--- src/verilog/hqm_pwr_pkg.sv ---
// Power-gating states, timing and control bundle for the memory

package hqm_pwr_pkg;

    // Rclk cycles from the array power-enable input to its output
    localparam int PWR_CHAIN_DLY = 4;

    // Depth of the IP reset synchronizer
    localparam int RST_SYNC_STAGES = 2;

    // Cycles the sequencer holds isolation after IP reset release
    localparam int REL_WAIT = RST_SYNC_STAGES + 1;

    // Width of the reset-release wait counter
    localparam int REL_CNT_W = $clog2(REL_WAIT + 1);

    typedef logic [REL_CNT_W-1:0] rel_cnt_t;

    // Sequencer states, in the order a sleep and wake cycle visits them
    typedef enum logic [2:0] {
        ACTIVE,
        ISOLATE,
        PWR_DOWN,
        OFF,
        PWR_UP,
        RESET_REL
    } pwr_state_t;

    // Controls from the sequencer to the memory wrapper
    typedef struct packed {
        logic isol_en;
        logic pwr_enable_b;
        logic ip_reset_b;
    } pwr_ctl_t;

endpackage

--- src/verilog/hqm_mem_pwr_ctl.sv ---
`timescale 1ns/1ps

// Power-gate sequencer for the data store
module hqm_mem_pwr_ctl (
     input  logic                  rclk
    ,input  logic                  rst_n
    ,input  logic                  sleep_req
    ,input  logic                  pwr_enable_b_out
    ,output hqm_pwr_pkg::pwr_ctl_t pwr_ctl
    ,output logic                  mem_ready
);

    hqm_pwr_pkg::pwr_state_t state_q;
    hqm_pwr_pkg::pwr_state_t state_nxt;

    // Counts down the reset-release wait, also used once after reset
    hqm_pwr_pkg::rel_cnt_t cnt_q;
    hqm_pwr_pkg::rel_cnt_t cnt_nxt;

    // --------------------
    // State register
    // --------------------

    // Out of reset the array is still in synchronizer reset for a few cycles
    always_ff @(posedge rclk or negedge rst_n) begin
        if (!rst_n) begin
            state_q <= hqm_pwr_pkg::ACTIVE;
            cnt_q   <= hqm_pwr_pkg::rel_cnt_t'(hqm_pwr_pkg::RST_SYNC_STAGES);
        end else begin
            state_q <= state_nxt;
            cnt_q   <= cnt_nxt;
        end
    end

    // --------------------
    // Next state
    // --------------------

    always_comb begin
        state_nxt = state_q;
        cnt_nxt   = cnt_q;
        case (state_q)
            hqm_pwr_pkg::ACTIVE: begin
                if (cnt_q != '0) begin
                    cnt_nxt = cnt_q - hqm_pwr_pkg::rel_cnt_t'(1);
                end
                if (sleep_req) begin
                    state_nxt = hqm_pwr_pkg::ISOLATE;
                    cnt_nxt   = '0;
                end
            end
            // One cycle of clamp before the supply goes
            hqm_pwr_pkg::ISOLATE: begin
                state_nxt = hqm_pwr_pkg::PWR_DOWN;
            end
            // Wait for the far end of the power chain
            hqm_pwr_pkg::PWR_DOWN: begin
                if (pwr_enable_b_out) begin
                    state_nxt = hqm_pwr_pkg::OFF;
                end
            end
            hqm_pwr_pkg::OFF: begin
                if (!sleep_req) begin
                    state_nxt = hqm_pwr_pkg::PWR_UP;
                end
            end
            hqm_pwr_pkg::PWR_UP: begin
                if (!pwr_enable_b_out) begin
                    state_nxt = hqm_pwr_pkg::RESET_REL;
                    cnt_nxt   = hqm_pwr_pkg::rel_cnt_t'(hqm_pwr_pkg::REL_WAIT);
                end
            end
            // Synchronizer needs RST_SYNC_STAGES edges, plus one of margin
            hqm_pwr_pkg::RESET_REL: begin
                if (cnt_q == hqm_pwr_pkg::rel_cnt_t'(1)) begin
                    state_nxt = hqm_pwr_pkg::ACTIVE;
                    cnt_nxt   = '0;
                end else begin
                    cnt_nxt = cnt_q - hqm_pwr_pkg::rel_cnt_t'(1);
                end
            end
            default: begin
                state_nxt = hqm_pwr_pkg::ACTIVE;
            end
        endcase
    end

    // --------------------
    // Outputs
    // --------------------

    // Controls are a pure decode of the state
    always_comb begin
        pwr_ctl.isol_en      = (state_q != hqm_pwr_pkg::ACTIVE);
        pwr_ctl.pwr_enable_b = (state_q == hqm_pwr_pkg::PWR_DOWN) ||
                               (state_q == hqm_pwr_pkg::OFF);
        pwr_ctl.ip_reset_b   = (state_q == hqm_pwr_pkg::ACTIVE)  ||
                               (state_q == hqm_pwr_pkg::ISOLATE) ||
                               (state_q == hqm_pwr_pkg::RESET_REL);
    end

    assign mem_ready = (state_q == hqm_pwr_pkg::ACTIVE) && (cnt_q == '0);

    // Output stays clamped as long as any part of the chain is unpowered
    a_isol_covers_pwr: assert property (
        @(posedge rclk) disable iff (!rst_n)
        (pwr_ctl.pwr_enable_b || pwr_enable_b_out) |-> pwr_ctl.isol_en
    ) else $error("memory powered down without isolation");

endmodule

--- config.mk ---
export PLATFORM = sky130hd
export DESIGN_NAME = hqm_mem_pwr_ctl
export DESIGN_NICKNAME = d
export VERILOG_FILES = /design/src/verilog/hqm_pwr_pkg.sv /design/src/verilog/hqm_mem_pwr_ctl.sv
export SDC_FILE = /design/constraint.sdc
export NUM_CORES = 1
export LEC_CHECK = 0
export BUFFER_PORTS_ARGS = -buffer_cell sky130_fd_sc_hd__buf_2
export CAP_MARGIN = 20
export CORE_AREA = 2 2 39 41
export CTS_BUF_LIST = sky130_fd_sc_hd__clkbuf_16
export DETAILED_ROUTE_END_ITERATION = 10
export DIE_AREA = 0 0 41 43
export PLACE_DENSITY = 0.57
export SETUP_SLACK_MARGIN = 0.4
export SYNTH_ARGS = -nofsm -noshare
export SYNTH_HDL_FRONTEND = slang
export SYNTH_SLANG_ARGS = --single-unit
--- constraint.sdc ---
create_clock -name rclk -period 1.8 [get_ports rclk]
set_input_delay 0.09 -clock rclk [delete_from_list [all_inputs] [get_ports rclk]]
set_output_delay 0.09 -clock rclk [all_outputs]
set_load 0.005 [all_outputs]
After elaboration in Yosys (flattened, before gate mapping)

Index checks and enable logic that the tools add are counted.

Add/subtract/negate cells: 1
$mul: 0
Div/mod/pow operators: 0
Magnitude comparators: 0
Equality and inequality tests: 12
Shift-type cells: 0
Muxes and demuxes: 11
Bitwise operators: 0
Reduce and logical (&&, ||, !) cells: 11

Operators by type and width:

| kind                                                                   | number |
|---|---|
| 3-bit one-hot mux with 6 select lines                                  | 1 |
| 3-bit two-way mux                                                      | 5 |
| 2-bit != test (second input constant)                                  | 5 |
| 2-bit two-way mux                                                      | 4 |
| 3-bit by 2-bit equality test with 1-bit output (second input constant) | 2 |
| 3-bit equality test (second input constant)                            | 2 |
| 2-bit one-hot mux with 3 select lines                                  | 1 |
| 3-bit nonzero test                                                     | 2 |
| 5-bit AND reduction                                                    | 1 |
| 3-bit by 1-bit equality test with 1-bit output (second input constant) | 1 |
| 3-bit logical NOT                                                      | 1 |
| 1-bit logical OR                                                       | 3 |
| 3-bit != test (second input constant)                                  | 1 |
| 3-bit AND reduction                                                    | 1 |
| 2-bit by 1-bit equality test with 1-bit output (second input constant) | 1 |
| 2-bit logical NOT                                                      | 1 |
| 2-bit nonzero test                                                     | 1 |
| 2-bit by 1-bit subtractor with 2-bit output (second input constant)    | 1 |
| 1-bit logical AND                                                      | 1 |

Register bits: 5
Bits in latches: 0
Bits in writable memories: 0
Bits in read-only memories: 0
Input port bits: 4
Output and inout bits: 4
Logic and storage cells: 37
Memories kept: 0

Depth between registers and ports, before layout

Gate-level depths: netlist of the first run.

Depth in word-level cells: 4
Mapped depth: 6
Gate-level depth less buffers: 6

Worst setup path after synthesis of the first run

No wires, ideal clock.

Path type: reg-to-reg
Start point: reg cnt_q[1]
End point: reg cnt_q[0]
Setup time: 125 ps
Arrival time: 1387 ps
Setup slack: 288 ps
Cell stages (with the launch flop): 7
Buffers on the path: 0
Cells stage by stage: dfstp_2 > inv_1 > ha_1 > inv_1 > o21ai_0 > a21oi_1 > mux2_2

Longest elaborated chain between the ends: 3

RTL lines:

| element                                                                                     | RTL line                                     | source |
|---|---|---|
| from (decl)                                                                                 | hqm_mem_pwr_ctl.sv:17                        | `hqm_pwr_pkg::rel_cnt_t cnt_q;` |
| from (signal assigned)                                                                      | hqm_mem_pwr_ctl.sv:28                        | `cnt_q <= hqm_pwr_pkg::rel_cnt_t'(hqm_pwr_pkg::RST_SYNC_STAGES);` |
| from (signal assigned)                                                                      | hqm_mem_pwr_ctl.sv:31                        | `cnt_q <= cnt_nxt;` |
| 2-bit by 1-bit equality test with 1-bit output / 2-bit nonzero test (equally long branches) | hqm_mem_pwr_ctl.sv:75, hqm_mem_pwr_ctl.sv:44 |  |
| 2-bit two-way mux / 3-bit != test (equally long branches)                                   | -                                            |  |
| 2-bit one-hot mux with 3 select lines / 3-bit AND reduction (equally long branches)         | -                                            |  |

Several ways; a longest one is shown, not always the timed one.
A chain may end at the register's enable or synchronous reset.

Worst setup path after layout of the first run

Same ends and word-level chain as after synthesis.

==> Implementation_results.wiki, run 1 <==
{| class="wikitable"
! Metric !! Value
|-
| Core outline area || 1384 sq um
|-
| Synthesized instance count || 40
|-
| Die Span Y || 43 microns
|-
| Slowest library cell on the worst path || dfstp_2
|-
| Hold Fails Final Rpt || 0
|-
| Yosys top cell by area || dfrtp_1
|-
| Buffers & Inverters on Critical Path || 2
|-
| Per-cell via count in the routed design || 4.347
|-
| Mean instance size in the synthesized netlist || 8.696 sq um
|-
| Type of element capturing the critical path || flip-flop
|-
| CTS root buffer || clkbuf_16
|-
| Delay of the slowest cell on the worst path || 510 ps
|-
| Sequential area share after synthesis || 0.3633
|-
| Number of CTS-inserted buffers || 3
|-
| Slew Viols, Final || 0
|-
| Ports || 8
|-
| Die X || 41 microns
|-
| Design Power || 1.228 mW
|-
| Clock slew seen by the registers of the worst setup and hold paths || 30 ps
|-
| Std-Cell Rows || 14
|-
| Post-route clock period utilization || 0.7997
|-
| H-tree levels || 1
|-
| Initial drt markers || 3
|-
| Cell family contributing the most delay on the critical path || flip-flops
|-
| Worst voltage drop across the vdd grid || 0.9288 mV
|-
| Critical Path RT || 1900 ps
|-
| Vias in the first global route || 297
|-
| Crit path cell chain || inv_2 -> ha_4 -> inv_2 -> o21ai_2 -> a21oi_2 -> mux2_4
|-
| Ratio of cells with drive above 1 in the final layout || 0.5593
|-
| Global-route wire length before repair || 1235 microns
|-
| Worst-case clock buffer depth || 2
|-
| Critical path data arrival time || 1540 ps
|-
| Antenna-violating nets left || 0
|-
| Aggregate global routing overflow || 0
|-
| Area of the mapped netlist || 347.8 sq um
|-
| Critical path class || reg -> reg
|-
| Relative max-transition margin || 0.8981
|-
| Most common cell on crit path || inv_2
|-
| Most frequent cells in the layout || 8 x buf_4, 7 x buf_2, 5 x nand2_1, 4 x inv_1
|-
| Count of distinct cell types in the synthesized netlist || 21
|-
| Area fraction of the dominant cell type after synthesis || 0.2878
|-
| Top fanout value on the critical path || 3
|-
| Post-detail-place hpwl || 527.4 microns
|-
| # setup viols final || 0
|-
| Layout overhead on the synthesized area || 65.11%
|-
| Fmax || 694.7 MHz
|-
| NumNets Final || 66
|-
| Detailed-route wire length per cell || 11.65 microns
|-
| Power density normalized to cell area || 2138 nW/um^2
|-
| Maximum capacitance violations || 0
|-
| Clk_lat worst skew || 220 ps
|-
| Synthesized net count || 46
|-
| Non-filler instance count after layout || 75
|-
| Initial cell density of the core || 0.2514
|-
| Clock period minus worst slack || 1439 ps
|-
| Leakage power || 0.2844 nW
|-
| Total Routed Length || 874 microns
|-
| Commonest non-fill, non-tap cell in the layout || buf_4
|-
| Clk sink count || 5
|-
| Warning count from the yosys run || 0
|-
| Largest net degree at the start of global routing || 12
|-
| Synth top area cells || dfrtp_1 29%, dfstp_2 7.6%, ha_1 7.2%, inv_1 5.4%, nand2_1 5.4%
|-
| Unrepaired setup endpoints after global routing || true
|-
| Status || finished, final reports clean
|-
| Total of flip-flops plus latches after synthesis || 5
|-
| Number of remaining DRC errors || 0
|-
| Clock tree from TritonCTS || done
|-
| Total die area || 1763 sq um
|-
| Actual slew at the worst max-slew pin || 148.6 ps
|-
| GPL Wtd Cong || 0.6901
|-
| Initial DRT Pass Iterations || 3
|-
| Count of vias placed by the detailed router || 326
|-
| Global router's overall resource usage || 0.1090
|-
| Final core occ || 0.4150
|-
| # placed instances || 62
|-
| Element type at the critical path start || flip-flop
|-
| Port-buffer cells || 7
|-
| Diodes inserted || 0
|-
| Class of the tightest hold or removal check || in -> async
|-
| Maximum clock skew at final layout || 0.5267 ps
|-
| Initial antenna violation count || 0
|-
| Post-route setup TNS || 0 ps
|}
[worst paths after layout]
check	from	to	slack [ps]	depth (start not counted)
setup / recovery	cnt_q[1]	cnt_q[0]	360	6
hold / removal	rst_n	state_q[1]	210	2
setup reg to reg	cnt_q[1]	cnt_q[0]	360	6
hold reg to reg	cnt_q[0]	cnt_q[0]	590	1
max in group asynchronous	rst_n	cnt_q[1]	1390	2
min in group rclk	pwr_enable_b_out	state_q[0]	210	4
[power by group]
group	leakage [nW]	internal, mW	switching [mW]	total (mW)
clock	0.0423	0.287	0.0660	0.353
combinational	0.186	0.352	0.285	0.637
sequential	0.0565	0.182	0.0559	0.238
total	0.284	0.821	0.407	1.23
[metrics by stage]
stage	hold slack (ps)	worst slack (ps)	area (sq um)
6_report	205.2	360.5	574.3
5_1_grt	216.2	287.7	574.3
4_1_cts	204.3	373.6	551.8
3_5_place_dp	-93.65	359.5	421.7
3_3_place_gp	-94.31	367.2	421.7
2_1_floorplan	-205.6	409.7	371.6
[cells in the mapped netlist]
cell      instances
inv_1             5
nand2_1           5
dfrtp_1           4
a21oi_1           3
nor2_1            3
o21ai_0           3
ha_1              2
o22ai_1           2
a22oi_1           1
a31o_2            1
and2b_2           1
and3_1            1
buf_2             1
dfstp_2           1
mux2_2            1
mux2_4            1
mux2i_1           1
nand2b_1          1
nand2b_4          1
nor3_1            1
or3_2             1
[per-layer routing]
metal,vias up,GRT usage,part of all wire
met5,-,0,0
met4,0,0.08000,0
met3,0,0.03141,0.031
met2,5,0.1438,0.53
met1,145,0.1438,0.44
li1,176,-,-
[flip-flops by register name, summed over array words and instances (netlist names)]
signal,cells
state_q,3
cnt_q,2
[final cells by class]
cell class                 instances  area [sq um]
sequential                         5         130.1
clock buffer                       3         75.07
multi-input combinational         29         221.5
timing repair buffer              16         105.1
clock inverter                     1         3.754
tap                               16         20.02
fill                             147         809.5
inverter                           5         18.77
[worst register-to-register path: stages (launching register included)]
cell and delay [ps]:
dfstp_2 510, inv_2 50, ha_4 150, inv_2 50
o21ai_2 50, a21oi_2 180, mux2_4 320
[kinds of logic after synthesis]
group / after synthesis / share of synthesized area
buffers and inverters: 6 / 0.06834
AO/OA/AOI/OAI: 10 / 0.1690
adder cells (fa/ha/maj): 2 / 0.07193
AND/OR/NAND/NOR: 14 / 0.2230
flip-flops: 5 / 0.3633
multiplexers: 3 / 0.1043
[timing repair]
action / in CTS / in global routing
endpoints found under the hold margin: 5 / 0
resized for setup: 3 / 0
setup endpoints to repair: 3 / 3
pin swaps: 2 / 1
hold buffers: 1 / 0
buffers inserted: 5 / 3
cloned: 0 / 0
Note: power is estimated with default switching activity, not from simulation.
==> inputs of run 2 (changes only) <==
==> constraint.sdc (replaced) <==
create_clock -name rclk -period 1.35 [get_ports rclk]
set_input_delay 0.0675 -clock rclk [delete_from_list [all_inputs] [get_ports rclk]]
set_output_delay 0.0675 -clock rclk [all_outputs]
set_load 0.005 [all_outputs]
==> Implementation_results.wiki, run 2 (synthesis results as in run 1) <==
{| class="wikitable"
! Metric !! Value
|-
| Core outline area || 1384 sq um (unchanged)
|-
| Number of CTS-inserted buffers || 3 (unchanged)
|-
| Ratio of cells with drive above 1 in the final layout || 0.6667 (was 0.5593)
|-
| Port-buffer cells || 7 (unchanged)
|-
| Met3 usage in global routing || 0.02618 (was 0.03141)
|-
| Post-route clock period utilization || 1.053 (was 0.7997)
|-
| Max FFs per register || 3 (unchanged)
|-
| Leakage power || 0.2994 nW (was 0.2844 nW)
|-
| Top fanout value on the critical path || 3 (unchanged)
|-
| Total Routed Length || 837 microns (was 874 microns)
|-
| Aggregate global routing overflow || 0 (unchanged)
|-
| R2R cell count || 6 (unchanged)
|-
| Antenna-violating nets left || 0 (unchanged)
|-
| H-tree levels || 1 (unchanged)
|-
| Status || finished, violations left (was finished, final reports clean)
|-
| Critical Path RT || 1450 ps (was 1900 ps)
|-
| Worst-case clock buffer depth || 2 (unchanged)
|-
| Worst R2R Setup Slack || -70 ps (was 360 ps)
|-
| Global-route wire length before repair || 1338 microns (was 1235 microns)
|-
| CTS root buffer || clkbuf_16 (unchanged)
|-
| Element type at the critical path start || flip-flop (unchanged)
|-
| Worst voltage drop across the vdd grid || 1.314 mV (was 0.9288 mV)
|-
| Clock period minus worst slack || 1421 ps (was 1439 ps)
|-
| Slew Viols, Final || 0 (unchanged)
|-
| Die Span Y || 43 microns (unchanged)
|-
| Power density normalized to cell area || 2883 nW/um^2 (was 2138 nW/um^2)
|-
| Actual slew at the worst max-slew pin || 224.1 ps (was 148.6 ps)
|-
| Detailed-route wire length per cell || 11.01 microns (was 11.65 microns)
|-
| Clk sink count || 5 (unchanged)
|-
| Global router's overall resource usage || 0.1162 (was 0.1090)
|-
| Most frequent cells in the layout || 7 x buf_4, 5 x nand2_1, 5 x buf_2, 4 x buf_6 (was 8 x buf_4, 7 x buf_2, 5 x nand2_1, 4 x inv_1)
|-
| Post-detail-place hpwl || 555.9 microns (was 527.4 microns)
|-
| Post-route worst setup slack || -71.01 ps (was 360.5 ps)
|-
| Per-cell via count in the routed design || 4.697 (was 4.347)
|-
| Layout overhead on the synthesized area || 82.01% (was 65.11%)
|-
| Initial drt markers || 4 (was 3)
|-
| Maximum capacitance violations || 0 (unchanged)
|-
| Clk_lat worst skew || 220 ps (about the same)
|-
| Number of remaining DRC errors || 0 (unchanged)
|-
| Largest register by flop count || state_q (unchanged)
|-
| Initial DRT Pass Iterations || 2 (was 3)
|-
| Total die area || 1763 sq um (unchanged)
|-
| Die X || 41 microns (unchanged)
|-
| Initial cell density of the core || 0.2514 (unchanged)
|-
| Initial antenna violation count || 0 (unchanged)
|-
| Maximum clock skew at final layout || 0.8045 ps (was 0.5267 ps)
|-
| Commonest non-fill, non-tap cell in the layout || buf_4 (unchanged)
|-
| Violations in the final reports || setup timing
|-
| Met1 layer usage reported by global route || 0.1541 (was 0.1438)
|-
| Endpoint of the worst-slack reg-to-reg timing path || cnt_q[0] (unchanged)
|-
| Placed Area || 471.7 sq um (was 421.7 sq um)
|-
| Ports || 8 (unchanged)
|-
| # setup viols final || 3 (was 0)
|-
| Count of vias placed by the detailed router || 357 (was 326)
|-
| Registers with the highest flip-flop counts || state_q: 3 flops, cnt_q: 2 flops (unchanged)
|-
| Clock slew seen by the registers of the worst setup and hold paths || 30 ps (about the same)
|-
| Vias in the first global route || 347 (was 297)
|-
| Fmax || 703.7 MHz (was 694.7 MHz)
|-
| Diodes inserted || 0 (unchanged)
|-
| Design Power || 1.825 mW (was 1.228 mW)
|-
| R2R Path Start || cnt_q[1] (unchanged)
|-
| Critical path data arrival time || 1520 ps (was 1540 ps)
|-
| Clock tree from TritonCTS || done (unchanged)
|-
| Relative max-transition margin || 0.8500 (was 0.8981)
|-
| Met2 demand-to-capacity share in global routing || 0.1438 (unchanged)
|-
| Std-Cell Rows || 14 (unchanged)
|-
| GPL Wtd Cong || 0.7567 (was 0.6901)
|-
| Hold Fails Final Rpt || 0 (unchanged)
|-
| Final design area excluding fillers || 633.1 sq um (was 574.3 sq um)
|-
| NumNets Final || 67 (was 66)
|-
| Class of the tightest hold or removal check || in -> async (unchanged)
|-
| Critical path class || reg -> reg (unchanged)
|-
| Unrepaired setup endpoints after global routing || true (unchanged)
|-
| Largest net degree at the start of global routing || 9 (was 12)
|-
| Post-route setup TNS || -105.2 ps (was 0 ps)
|-
| Type of element capturing the critical path || flip-flop (unchanged)
|-
| Most congested layer reported by global routing || met1 (unchanged)
|}
-- run 2: changes by cell type in the layout (fill, tap and decap cells not counted), sizes merged --
cell,previous run,this run
buf,15,16
-- run 2: final cells by class --
cell class                 count  area (sq um)
multi-input combinational     29         255.2
fill                         133         750.7
timing repair buffer          17         132.6
inverter                       5         18.77
tap                           16         20.02
sequential                     5         127.6
clock inverter                 1         3.754
clock buffer                   3         75.07
-- run 2: power by group --
part           total, mW  switching [mW]  internal (mW)
registers          0.329          0.0921          0.237
clock network      0.471          0.0885          0.383
logic               1.03           0.417          0.609
-- run 2: worst max-delay path: stages, from the launching register on --
cell	delay, ps
dfstp_2	510
inv_2	50
ha_4	150
inv_2	50
o21ai_2	60
a21oi_2	160
mux2_4	320
-- run 2: how the worst max path moves through the flow --
stage | slack, ps | to | depth (start not counted) | startpoint
after floorplan | -40 | cnt_q[0] | 6 | cnt_q[1]
after global placement | -60 | cnt_q[0] | 6 | cnt_q[1]
after detailed placement | -60 | cnt_q[0] | 6 | cnt_q[1]
after CTS | -70 | cnt_q[0] | 6 | cnt_q[1]
after global routing | -110 | cnt_q[0] | 6 | cnt_q[1]
final | -70 | cnt_q[0] | 6 | cnt_q[1]
-- run 2: per-stage QoR --
step	worst slack (ps)	std cells	utilization	hold slack, ps
floorplan	-40.28	40	-	-228.1
global placement	-60.40	68	0.3409	-115.1
detailed placement	-62.48	68	0.3409	-114.4
CTS	-72.80	76	0.4340	184.0
global route	-110.0	76	0.4575	194.5
finish	-71.01	76	0.4575	186.6
-- run 2: metal layers --
metal	vias to the layer above	part of all wire
met2	7	0.49
li1	175	-
met3	2	0.047
met4	0	0.013
met5	-	0
met1	173	0.44
-- run 2: timing repair --
action | CTS | global route
setup endpoints to repair | 9 | 9
hold buffers | 1 | 0
resized for setup | 5 | 7
setup buffers | 3 | 0
pin swaps | 0 | 4
hold endpoints to repair | 5 | 0
